[config.mk]
export PLATFORM = sky130hd
export DESIGN_NAME = ethDmaTop
export DESIGN_NICKNAME = d
export VERILOG_FILES = /design/src/hw/dmaPkg.sv /design/src/hw/ringPkg.sv /design/src/hw/ethDmaTop.sv /design/src/hw/ringPort.sv /design/src/hw/burstSequencer.sv /design/src/hw/rxDrain.sv /design/src/hw/txFetch.sv /design/src/hw/stageFifo.sv
export SDC_FILE = /design/constraint.sdc
export NUM_CORES = 2
export LEC_CHECK = 0
export BUFFER_PORTS_ARGS = -buffer_cell sky130_fd_sc_hd__buf_2
export CELL_PAD_IN_SITES_DETAIL_PLACEMENT = 1
export CELL_PAD_IN_SITES_GLOBAL_PLACEMENT = 1
export CORE_MARGIN = 10
export CORE_UTILIZATION = 50
export DETAILED_ROUTE_END_ITERATION = 8
export PLACE_DENSITY = 0.73
export REMOVE_ABC_BUFFERS = 1
export SLEW_MARGIN = 25
export SYNTH_ARGS = -nofsm -noshare
export SYNTH_HDL_FRONTEND = slang
export SYNTH_SLANG_ARGS = --single-unit
[constraint.sdc]
create_clock -name clock -period 8.83 [get_ports clock]
set_input_delay 0.883 -clock clock [delete_from_list [all_inputs] [get_ports clock]]
set_output_delay 0.883 -clock clock [all_outputs]
set_load 0.02 [all_outputs]
[src/hw/dmaPkg.sv]
package dmaPkg;

  typedef logic [27:0] lineAddr;                 // 32-byte cache-line address

  localparam int burstWords    = 8;              // words per cache line
  localparam int stageDepth    = 64;             // receive staging FIFO entries
  localparam int stagePtrWidth = $clog2(stageDepth);
  localparam int stageHigh     = 32;             // stop loading at this occupancy

  localparam int frameLengthWidth = 13;          // byte count, good, bad

  // transmit descriptor as it leaves the descriptor queue
  typedef struct packed {
    logic [6:0]  dmBase;                         // header buffer base
    logic [4:0]  headerLength;
    logic [3:0]  sourceCore;
    logic [10:0] payloadLength;                  // bytes
  } txDescriptor;

  // one entry of the receive word queue
  // on the last entry data[12:0] is the frame length report
  typedef struct packed {
    logic        last;                           // end of frame marker
    logic [31:0] data;
  } rxWord;

endpackage

[src/hw/ringPkg.sv]
package ringPkg;

  localparam int coreIdWidth = 4;                // cores on the ring

  typedef logic [coreIdWidth-1:0] coreId;

  // slot kinds carried on the ring
  typedef enum logic [3:0] {
    slotNull      = 4'd0,                        // empty slot
    slotToken     = 4'd1,                        // right to send a burst
    slotAddress   = 4'd2,                        // read or write line address
    slotWriteData = 4'd3                         // one word of a write burst
  } slotKind;

  // one slot as it moves from core to core
  typedef struct packed {
    logic [31:0] payload;                        // data word or tagged address
    slotKind     kind;
    coreId       source;                         // core that put it on the ring
  } ringSlot;

  // top nibble of an address slot, line address below it
  localparam logic [3:0] readTag  = 4'b0001;
  localparam logic [3:0] writeTag = 4'b0000;

  // what the core puts on the ring this cycle
  typedef struct packed {
    logic wantsToken;                            // waiting for a token
    logic sendRead;                              // read address slot
    logic sendData;                              // write data slot
    logic sendWriteAddr;                         // write address slot
  } ringCmd;

endpackage
[src/hw/ethDmaTop.sv]
`timescale 1ns/1ps

module ethDmaTop
  import ringPkg::*;
  import dmaPkg::*;
(
  input  logic                        clock,
  input  logic                        reset,
  input  coreId                       coreNumber,
  input  ringSlot                     ringIn,
  output ringSlot                     ringOut,
  input  logic [31:0]                 readReturn,
  input  coreId                       readDest,
  input  txDescriptor                 txDesc,
  input  lineAddr                     txAddr,    // travels with txDesc
  input  logic                        txDescEmpty,
  output logic                        txDescRead,
  output logic [31:0]                 txWord,
  output logic                        txWrite,
  input  logic                        txStop,
  input  dmaPkg::rxWord               rxWord,
  input  logic                        rxReady,
  output logic                        rxRead,
  input  lineAddr                     rxAddr,
  input  logic                        rxAddrEmpty,
  output logic                        rxAddrRead,
  output logic [frameLengthWidth-1:0] frameLength,
  output logic                        frameLengthWrite
);

  logic        readRequest;
  logic        writeRequest;
  logic        acquire;
  ringCmd      cmd;
  logic [31:0] readAddr;
  logic [31:0] writeAddr;
  logic [31:0] stageHead;

  txFetch fetch (
    .clock (clock), .reset (reset), .coreNumber (coreNumber),
    .txDesc (txDesc), .txAddr (txAddr), .txDescEmpty (txDescEmpty),
    .txDescRead (txDescRead), .txWord (txWord), .txWrite (txWrite),
    .txStop (txStop), .readReturn (readReturn), .readDest (readDest),
    .cmd (cmd), .readRequest (readRequest), .readAddr (readAddr)
  );

  rxDrain drain (
    .clock (clock), .reset (reset), .rxWord (rxWord), .rxReady (rxReady),
    .rxRead (rxRead), .rxAddr (rxAddr), .rxAddrEmpty (rxAddrEmpty),
    .rxAddrRead (rxAddrRead), .cmd (cmd), .writeRequest (writeRequest),
    .writeAddr (writeAddr), .stageHead (stageHead),
    .frameLength (frameLength), .frameLengthWrite (frameLengthWrite)
  );

  burstSequencer sequencer (
    .clock (clock), .reset (reset), .readRequest (readRequest),
    .writeRequest (writeRequest), .acquire (acquire), .cmd (cmd)
  );

  ringPort port (
    .clock (clock), .reset (reset), .coreNumber (coreNumber), .ringIn (ringIn),
    .cmd (cmd), .readAddr (readAddr), .writeAddr (writeAddr),
    .stageHead (stageHead), .acquire (acquire), .ringOut (ringOut)
  );

endmodule

[src/hw/ringPort.sv]
`timescale 1ns/1ps

module ringPort
  import ringPkg::*;
(
  input  logic        clock,
  input  logic        reset,
  input  coreId       coreNumber,
  input  ringSlot     ringIn,
  input  ringCmd      cmd,
  input  logic [31:0] readAddr,
  input  logic [31:0] writeAddr,
  input  logic [31:0] stageHead,
  output logic        acquire,
  output ringSlot     ringOut
);

  logic held;                                    // token kept during a burst
  logic tokenIn;
  logic burstDrive;
  logic sendToken;
  logic nullify;

  assign tokenIn    = (ringIn.kind == slotToken);
  assign acquire    = cmd.wantsToken & tokenIn & ~held;
  assign burstDrive = cmd.sendRead | cmd.sendData | cmd.sendWriteAddr;
  assign sendToken  = held & ~burstDrive;        // first idle cycle after the burst

  // kill slots that came back to us; a passing token stays alive
  assign nullify = (ringIn.source == coreNumber) & ~tokenIn & (ringIn.kind != slotNull);

  always_ff @(posedge clock) begin
    if (reset) begin
      held <= 1'b0;
    end else if (acquire) begin
      held <= 1'b1;
    end else if (sendToken) begin
      held <= 1'b0;
    end
  end

  always_comb begin
    ringOut = ringIn;                            // pass-through by default
    if (burstDrive) begin
      ringOut.source  = coreNumber;
      ringOut.kind    = cmd.sendData ? slotWriteData : slotAddress;
      ringOut.payload = cmd.sendRead      ? readAddr  :
                        cmd.sendWriteAddr ? writeAddr : stageHead;
    end else if (sendToken | nullify) begin
      ringOut.source  = coreNumber;
      ringOut.kind    = sendToken ? slotToken : slotNull;
      ringOut.payload = '0;
    end
  end

endmodule

[src/hw/burstSequencer.sv]
`timescale 1ns/1ps

module burstSequencer
  import ringPkg::*;
  import dmaPkg::*;
(
  input  logic   clock,
  input  logic   reset,
  input  logic   readRequest,
  input  logic   writeRequest,
  input  logic   acquire,                        // token taken this cycle
  output ringCmd cmd
);

  typedef enum logic [1:0] {
    seqIdle,
    seqWaitToken,
    seqSendData,                                 // rest of the write data
    seqSendWriteAddr                             // closes a write burst
  } seqState;

  seqState state;
  logic readRequested;                           // requests seen when leaving idle
  logic writeRequested;
  logic [$clog2(burstWords):0] dataLeft;         // data slots still to send
  logic takeNow;

  assign takeNow = (state == seqWaitToken) & acquire;

  // first slot goes out in the same cycle the token arrives
  always_comb begin
    cmd               = '0;
    cmd.wantsToken    = (state == seqWaitToken);
    cmd.sendRead      = takeNow & readRequested;
    cmd.sendData      = (takeNow & ~readRequested) | (state == seqSendData);
    cmd.sendWriteAddr = (state == seqSendWriteAddr);
  end

  always_ff @(posedge clock) begin
    if (reset) begin
      state          <= seqIdle;
      readRequested  <= 1'b0;
      writeRequested <= 1'b0;
      dataLeft       <= '0;
    end else begin
      case (state)
        seqIdle: if (readRequest | writeRequest) begin
          readRequested  <= readRequest;
          writeRequested <= writeRequest;
          state          <= seqWaitToken;
        end
        seqWaitToken: if (acquire) begin
          if (~writeRequested) begin
            state <= seqIdle;                    // read address only
          end else begin
            // word 1 already sent when no read went first
            dataLeft <= readRequested ? ($clog2(burstWords)+1)'(burstWords)
                                      : ($clog2(burstWords)+1)'(burstWords - 1);
            state    <= seqSendData;
          end
        end
        seqSendData: begin
          dataLeft <= dataLeft - 1'b1;
          if (dataLeft == 1) state <= seqSendWriteAddr;
        end
        seqSendWriteAddr: state <= seqIdle;
        default: state <= seqIdle;
      endcase
    end
  end

endmodule

[src/hw/rxDrain.sv]
`timescale 1ns/1ps

module rxDrain
  import ringPkg::*;
  import dmaPkg::*;
(
  input  logic                        clock,
  input  logic                        reset,
  input  dmaPkg::rxWord               rxWord,    // queue head
  input  logic                        rxReady,
  output logic                        rxRead,
  input  lineAddr                     rxAddr,
  input  logic                        rxAddrEmpty,
  output logic                        rxAddrRead,
  input  ringCmd                      cmd,
  output logic                        writeRequest,
  output logic [31:0]                 writeAddr,
  output logic [31:0]                 stageHead,
  output logic [frameLengthWidth-1:0] frameLength,
  output logic                        frameLengthWrite
);

  typedef enum logic [2:0] {
    drainIdle,
    drainAddrWait,                               // frame started, need an address
    drainRequest,                                // write bursts to memory
    drainSendLength,                             // report length, pop last word
    drainDiscard,                                // zero address, throw frame away
    drainLastDiscard                             // pop last word, no report
  } drainState;

  drainState state;
  lineAddr wrAddr;                               // next line to write
  logic stagePush;
  logic stagePop;
  logic stageEmpty;
  logic [stagePtrWidth-1:0] stageCount;
  logic headLast;
  logic ringQuiet;

  assign headLast  = rxReady & rxWord.last;
  assign ringQuiet = (cmd == '0);                // sequencer idle, no burst pending

  // load only payload words, and only below the high mark
  assign stagePush = rxReady & ~rxWord.last & (stageCount < stagePtrWidth'(stageHigh));
  // an empty stage is not popped, so a short burst repeats its last word
  assign stagePop  = ~stageEmpty & (cmd.sendData | (state == drainDiscard));

  assign writeRequest = (state == drainRequest) &
                        ((stageCount >= stagePtrWidth'(burstWords)) | (~stageEmpty & headLast));
  assign writeAddr    = {writeTag, wrAddr};

  assign rxRead     = stagePush | (state == drainSendLength) | (state == drainLastDiscard);
  assign rxAddrRead = (state == drainAddrWait) & ~rxAddrEmpty;

  assign frameLength      = rxWord.data[frameLengthWidth-1:0];  // bytes, good, bad
  assign frameLengthWrite = (state == drainSendLength);

  stageFifo stage (
    .clock (clock),
    .reset (reset),
    .din   (rxWord.data),
    .push  (stagePush),
    .pop   (stagePop),
    .head  (stageHead),
    .empty (stageEmpty),
    .count (stageCount)
  );

  always_ff @(posedge clock) begin
    if (reset) begin
      state <= drainIdle;
    end else begin
      case (state)
        drainIdle: if (rxReady) state <= drainAddrWait;  // new frame at the head
        drainAddrWait: if (~rxAddrEmpty) begin
          wrAddr <= rxAddr;
          state  <= (rxAddr != '0) ? drainRequest : drainDiscard;
        end
        drainRequest: begin
          if (cmd.sendWriteAddr) wrAddr <= wrAddr + 1'b1;  // line used up
          // wait for the last burst to leave before reporting
          if (stageEmpty & headLast & ringQuiet) state <= drainSendLength;
        end
        drainSendLength: state <= drainIdle;
        drainDiscard: if (stageEmpty & headLast) state <= drainLastDiscard;
        drainLastDiscard: state <= drainIdle;
        default: state <= drainIdle;
      endcase
    end
  end

endmodule

[src/hw/txFetch.sv]
`timescale 1ns/1ps

module txFetch
  import ringPkg::*;
  import dmaPkg::*;
(
  input  logic        clock,
  input  logic        reset,
  input  coreId       coreNumber,
  input  txDescriptor txDesc,
  input  lineAddr     txAddr,                    // frame address, pops with txDesc
  input  logic        txDescEmpty,
  output logic        txDescRead,
  output logic [31:0] txWord,
  output logic        txWrite,
  input  logic        txStop,
  input  logic [31:0] readReturn,
  input  coreId       readDest,
  input  ringCmd      cmd,
  output logic        readRequest,
  output logic [31:0] readAddr
);

  typedef enum logic [1:0] {
    fetchIdle,
    fetchGet,                                    // pop descriptor, forward it
    fetchRequest,                                // wait for the read slot
    fetchIncAddr                                 // step to the next line
  } fetchState;

  fetchState state;
  lineAddr rdAddr;                               // next line to read
  logic [6:0] blocksLeft;                        // lines still to request
  logic [9:0] wordCount;                         // returned words still wanted
  logic [6:0] blocksNeeded;
  logic [9:0] wordsNeeded;
  logic returnHit;

  // round partial lines and partial words up
  assign blocksNeeded = {1'b0, txDesc.payloadLength[10:5]} + 7'(|txDesc.payloadLength[4:0]);
  assign wordsNeeded  = {1'b0, txDesc.payloadLength[10:2]} + 10'(|txDesc.payloadLength[1:0]);

  assign returnHit   = (readDest == coreNumber) & (wordCount != '0);
  assign txDescRead  = (state == fetchGet);
  assign readRequest = (state == fetchRequest) & ~txStop;  // txStop holds new reads back
  assign readAddr    = {readTag, rdAddr};

  // descriptor goes first, then returned data
  assign txWord  = (state == fetchGet) ? {5'b0, txDesc} : readReturn;
  assign txWrite = (state == fetchGet) | returnHit;

  always_ff @(posedge clock) begin
    if (reset) begin
      state     <= fetchIdle;
      wordCount <= '0;
    end else begin
      case (state)
        fetchIdle: if (~txDescEmpty & (wordCount == '0)) state <= fetchGet;
        fetchGet: begin
          rdAddr     <= txAddr;
          blocksLeft <= blocksNeeded;
          wordCount  <= wordsNeeded;
          state      <= (blocksNeeded == '0) ? fetchIdle : fetchRequest;
        end
        fetchRequest: if (cmd.sendRead) state <= fetchIncAddr;  // address is on the ring
        fetchIncAddr: begin
          rdAddr     <= rdAddr + 1'b1;
          blocksLeft <= blocksLeft - 1'b1;
          state      <= (blocksLeft == 7'd1) ? fetchIdle : fetchRequest;
        end
        default: state <= fetchIdle;
      endcase
      if (state != fetchGet && returnHit) wordCount <= wordCount - 1'b1;  // one word landed
    end
  end

endmodule

[src/hw/stageFifo.sv]
`timescale 1ns/1ps

module stageFifo
  import dmaPkg::*;
(
  input  logic                     clock,
  input  logic                     reset,
  input  logic [31:0]              din,
  input  logic                     push,
  input  logic                     pop,
  output logic [31:0]              head,
  output logic                     empty,
  output logic [stagePtrWidth-1:0] count
);

  logic [31:0] mem [stageDepth];                 // staging storage
  logic [stagePtrWidth-1:0] rdPtr;
  logic [stagePtrWidth-1:0] wrPtr;
  logic [stagePtrWidth-1:0] lastPtr;             // entry popped most recently
  logic doPop;

  assign empty   = (count == '0);
  assign doPop   = pop & ~empty;                 // pop on empty is ignored
  assign lastPtr = rdPtr - 1'b1;

  // fall-through head, repeats the last popped word once drained
  assign head = empty ? mem[lastPtr] : mem[rdPtr];

  always_ff @(posedge clock) begin
    if (push) begin
      mem[wrPtr] <= din;
    end
  end

  always_ff @(posedge clock) begin
    if (reset) begin
      rdPtr <= '0;
      wrPtr <= '0;
      count <= '0;
    end else begin
      if (push) wrPtr <= wrPtr + 1'b1;
      if (doPop) rdPtr <= rdPtr + 1'b1;
      if (push & ~doPop) count <= count + 1'b1;
      else if (doPop & ~push) count <= count - 1'b1;
    end
  end

endmodule

==> impl_metrics.tcl <==
set metrics [dict create \
    outcome "completed" \
    avgSynthCellArea_um2 17.3 \
    routed_wl_mm 379 \
    detailroute.via_count 66500 \
    first_pass_iters 6 \
    finalMaxSlewViolations 0 \
    ys_seq_area_share_pct 62.5 \
    die_w_um 474 \
    setup.worst_path.start_class "register" \
    worst_slew_pin_slew_ns 1.19 \
    post-place-ws_ns 2.73 \
    grt_pass1_vias 68900 \
    final_cell_mix "edfxtp_1, mux4_2, nand2_1" \
    setup_viol 0 \
    cts_tree "built" \
    max_freq_ghz 0.141 \
    crit_top_cell "buf_4" \
    postSynthCellCount 5943 \
    syn_to_final_growth_pct 11.7 \
    critPathMaxFanout 50 \
    hold_viol 0 \
    post-cts-setup-buffers 0 \
    worstPathCellList "inv_1, ha_4, xor2_4, buf_4, buf_4, mux2i_1, o22ai_1, nor3_1, o32ai_1, a2111oi_0, o211ai_1, buf_2" \
    nets 6426 \
    htree_levels 4 \
    post-route-period-util_pct 80.3 \
    drive_gt1_share_pct 30.2 \
    numClockSinks 2159 \
    slowest_stage "dfxtp_4" \
    crit_arrival_ns 6.20 \
    crit_type "register to primary output" \
    clock-skew-final_ns 0.0401 \
    cts.repair.resized 0 \
    grt_use_total_pct 33.2 \
    cts_buffer_depth 3 \
    hpwl_mm 230 \
    wl_per_cell_um 41.8 \
    hold_buffers 0 \
    synth_edf_count 2111 \
    p_leak_nw 35.4 \
    drc 0 \
    clock_latency_ns 0.90 \
    synthFlopType "edfxtp_1" \
    ctsRootBufferMaster "clkbuf_16" \
    end_kind "primary output" \
    cts.clk_slew.worst_paths_ns 0.06 \
    row_count 166 \
    ys_ff_latch 2159 \
    ys_types 94 \
    numCtsBuffers 222 \
    maxCapViolations 0 \
    die_h_um 474 \
    grt_pass1_wl_mm 531 \
    ant_nets 0 \
    die_area_mm2 0.225 \
    yosys_warnings 0 \
    cp_slowest_stage_delay_ns 0.87 \
    layout_commonest_cell "edfxtp_1" \
    drt-initial-drc-count 10000 \
    vdd_drop_max_mv 0.216 \
    netlist_area_mm2 0.103 \
    setup_slack_ns 1.74 \
    whs_ns 0.280 \
    synthArstFlopShare_pct 0 \
    power.density_mw_per_mm2 195 \
    portBuffers 291 \
    slew_headroom_pct 20.4 \
    ios 292 \
    core_mm2 0.205 \
    grt_max_degree 117 \
    initial_core_util_pct 50.3 \
    antenna_found_initial 22 \
    vias_per_cell 7.32 \
    fin_crit_ns 7.09 \
    rsz0062_at_grt "no" \
    cp.required_ns 7.95 \
    gr-total-overflow 0 \
    gp_congestion 0.913 \
    hold_path_class "primary input to register" \
]
-- flip-flops by register name, indices dropped and copies added, names as in the netlist, named ones only --
| register | flops |
|---|---|
| sequencer.state | 1 |
| fetch.blocksLeft | 7 |
| drain.stage.mem | 2048 |
| drain.wrAddr | 28 |
| drain.stage.wrPtr | 6 |
| fetch.state | 2 |
| drain.state | 3 |
| sequencer.dataLeft | 4 |
| fetch.wordCount | 10 |
| fetch.rdAddr | 28 |
| sequencer.readRequested | 1 |
| drain.stage.count | 6 |
| drain.stage.rdPtr | 6 |
| port.held | 1 |
| sequencer.writeRequested | 1 |
-- where the power goes --
part           total [W]  switching, W  internal [W]
registers         0.0114     0.0000709        0.0113
clock network    0.00961       0.00416       0.00545
logic            0.00142       0.00102      0.000404
-- final timing paths --
| check | cells past startpoint | endpoint | startpoint | slack (ns) |
|---|---|---|---|---|
| max | 12 | ringOut[18] | drain.stage.rdPtr[0]$_SDFFE_PP0P_ | 1.74 |
| min | 3 | fetch.rdAddr[0]$_DFFE_PP_ | txAddr[0] | 0.28 |
| max reg2reg | 16 | drain.stage.count[5]$_SDFFE_PP0P_ | sequencer.state[0]$_SDFFE_PP0P_ | 4.16 |
| min reg2reg | 2 | sequencer.dataLeft[3]$_SDFFE_PP0P_ | sequencer.dataLeft[3]$_SDFFE_PP0P_ | 0.50 |
-- Yosys cell counts, types with 54 or more instances --
master | number | area share (%)
a22oi_1 | 115 | 0.84
buf_6 | 54 | 0.59
nand3_1 | 112 | 0.54
o22ai_1 | 69 | 0.42
buf_4 | 100 | 0.73
mux2i_1 | 281 | 2.7
nor2_1 | 220 | 0.80
clkbuf_1 | 178 | 0.65
xor2_1 | 59 | 0.50
a21oi_1 | 144 | 0.70
edfxtp_1 | 2111 | 62
nand4_1 | 61 | 0.37
nand2_1 | 491 | 1.8
a221oi_1 | 60 | 0.51
mux4_2 | 889 | 19
o21ai_0 | 83 | 0.40
buf_2 | 80 | 0.39
mux2_2 | 84 | 0.92
-- per-layer routing --
| metal | global-route usage (%) | wire, um |
|---|---|---|
| met5 | 0 | 162 |
| met4 | 18.8 | 24800 |
| met3 | 9.74 | 48600 |
| met2 | 51.2 | 174000 |
| met1 | 42.1 | 132000 |
-- per-stage QoR --
stage / instances / util [%] / instance area (um2) / power (W) / setup TNS [ns]
finish: 9081 / 56.2 / 115000 / 0.0224 / 0
global route: 9079 / 56.2 / 115000 / 0.0230 / 0
CTS: 9072 / 56.1 / 115000 / 0.0224 / 0
detailed placement: 8663 / 52.5 / 108000 / 0.0130 / 0
global placement: 8659 / 52.5 / 107000 / 0.0130 / 0
floorplan: 5485 / - / 100000 / 0.0123 / -1002.19
-- final cells by class --
type / instances / area [um2]
Fill cell: 18300 / 89700
Sequential cell: 2159 / 64400
Multi-Input combinational cell: 3300 / 36600
Clock buffer: 283 / 5850
Tap cell: 2688 / 3360
Timing Repair Buffer: 495 / 3340
Clock inverter: 126 / 1460
Inverter: 26 / 97.6
Antenna cell: 4 / 10.0
-- kinds of logic after synthesis --
family	after synthesis	share of synthesized area [%]
flip-flops	2159	62.5
multiplexers	1260	23.2
AND/OR/NAND/NOR	1130	5.08
AO/OA/AOI/OAI	787	5.34
buffers and inverters	484	2.70
XOR/XNOR	103	0.909
adder cells (fa/ha/maj)	20	0.250
-- worst max-delay path, delay by kind of cell, from the launching register on --
family | cells | cell delay [ns]
AO/OA/AOI/OAI | 4 | 1.40
XOR/XNOR | 1 | 0.12
adder cells (fa/ha/maj) | 1 | 0.31
buffers and inverters | 4 | 1.98
flip-flops | 1 | 0.87
multiplexers | 1 | 0.28
AND/OR/NAND/NOR | 1 | 0.21
No activity file was read; power rests on OpenSTA's default activity.
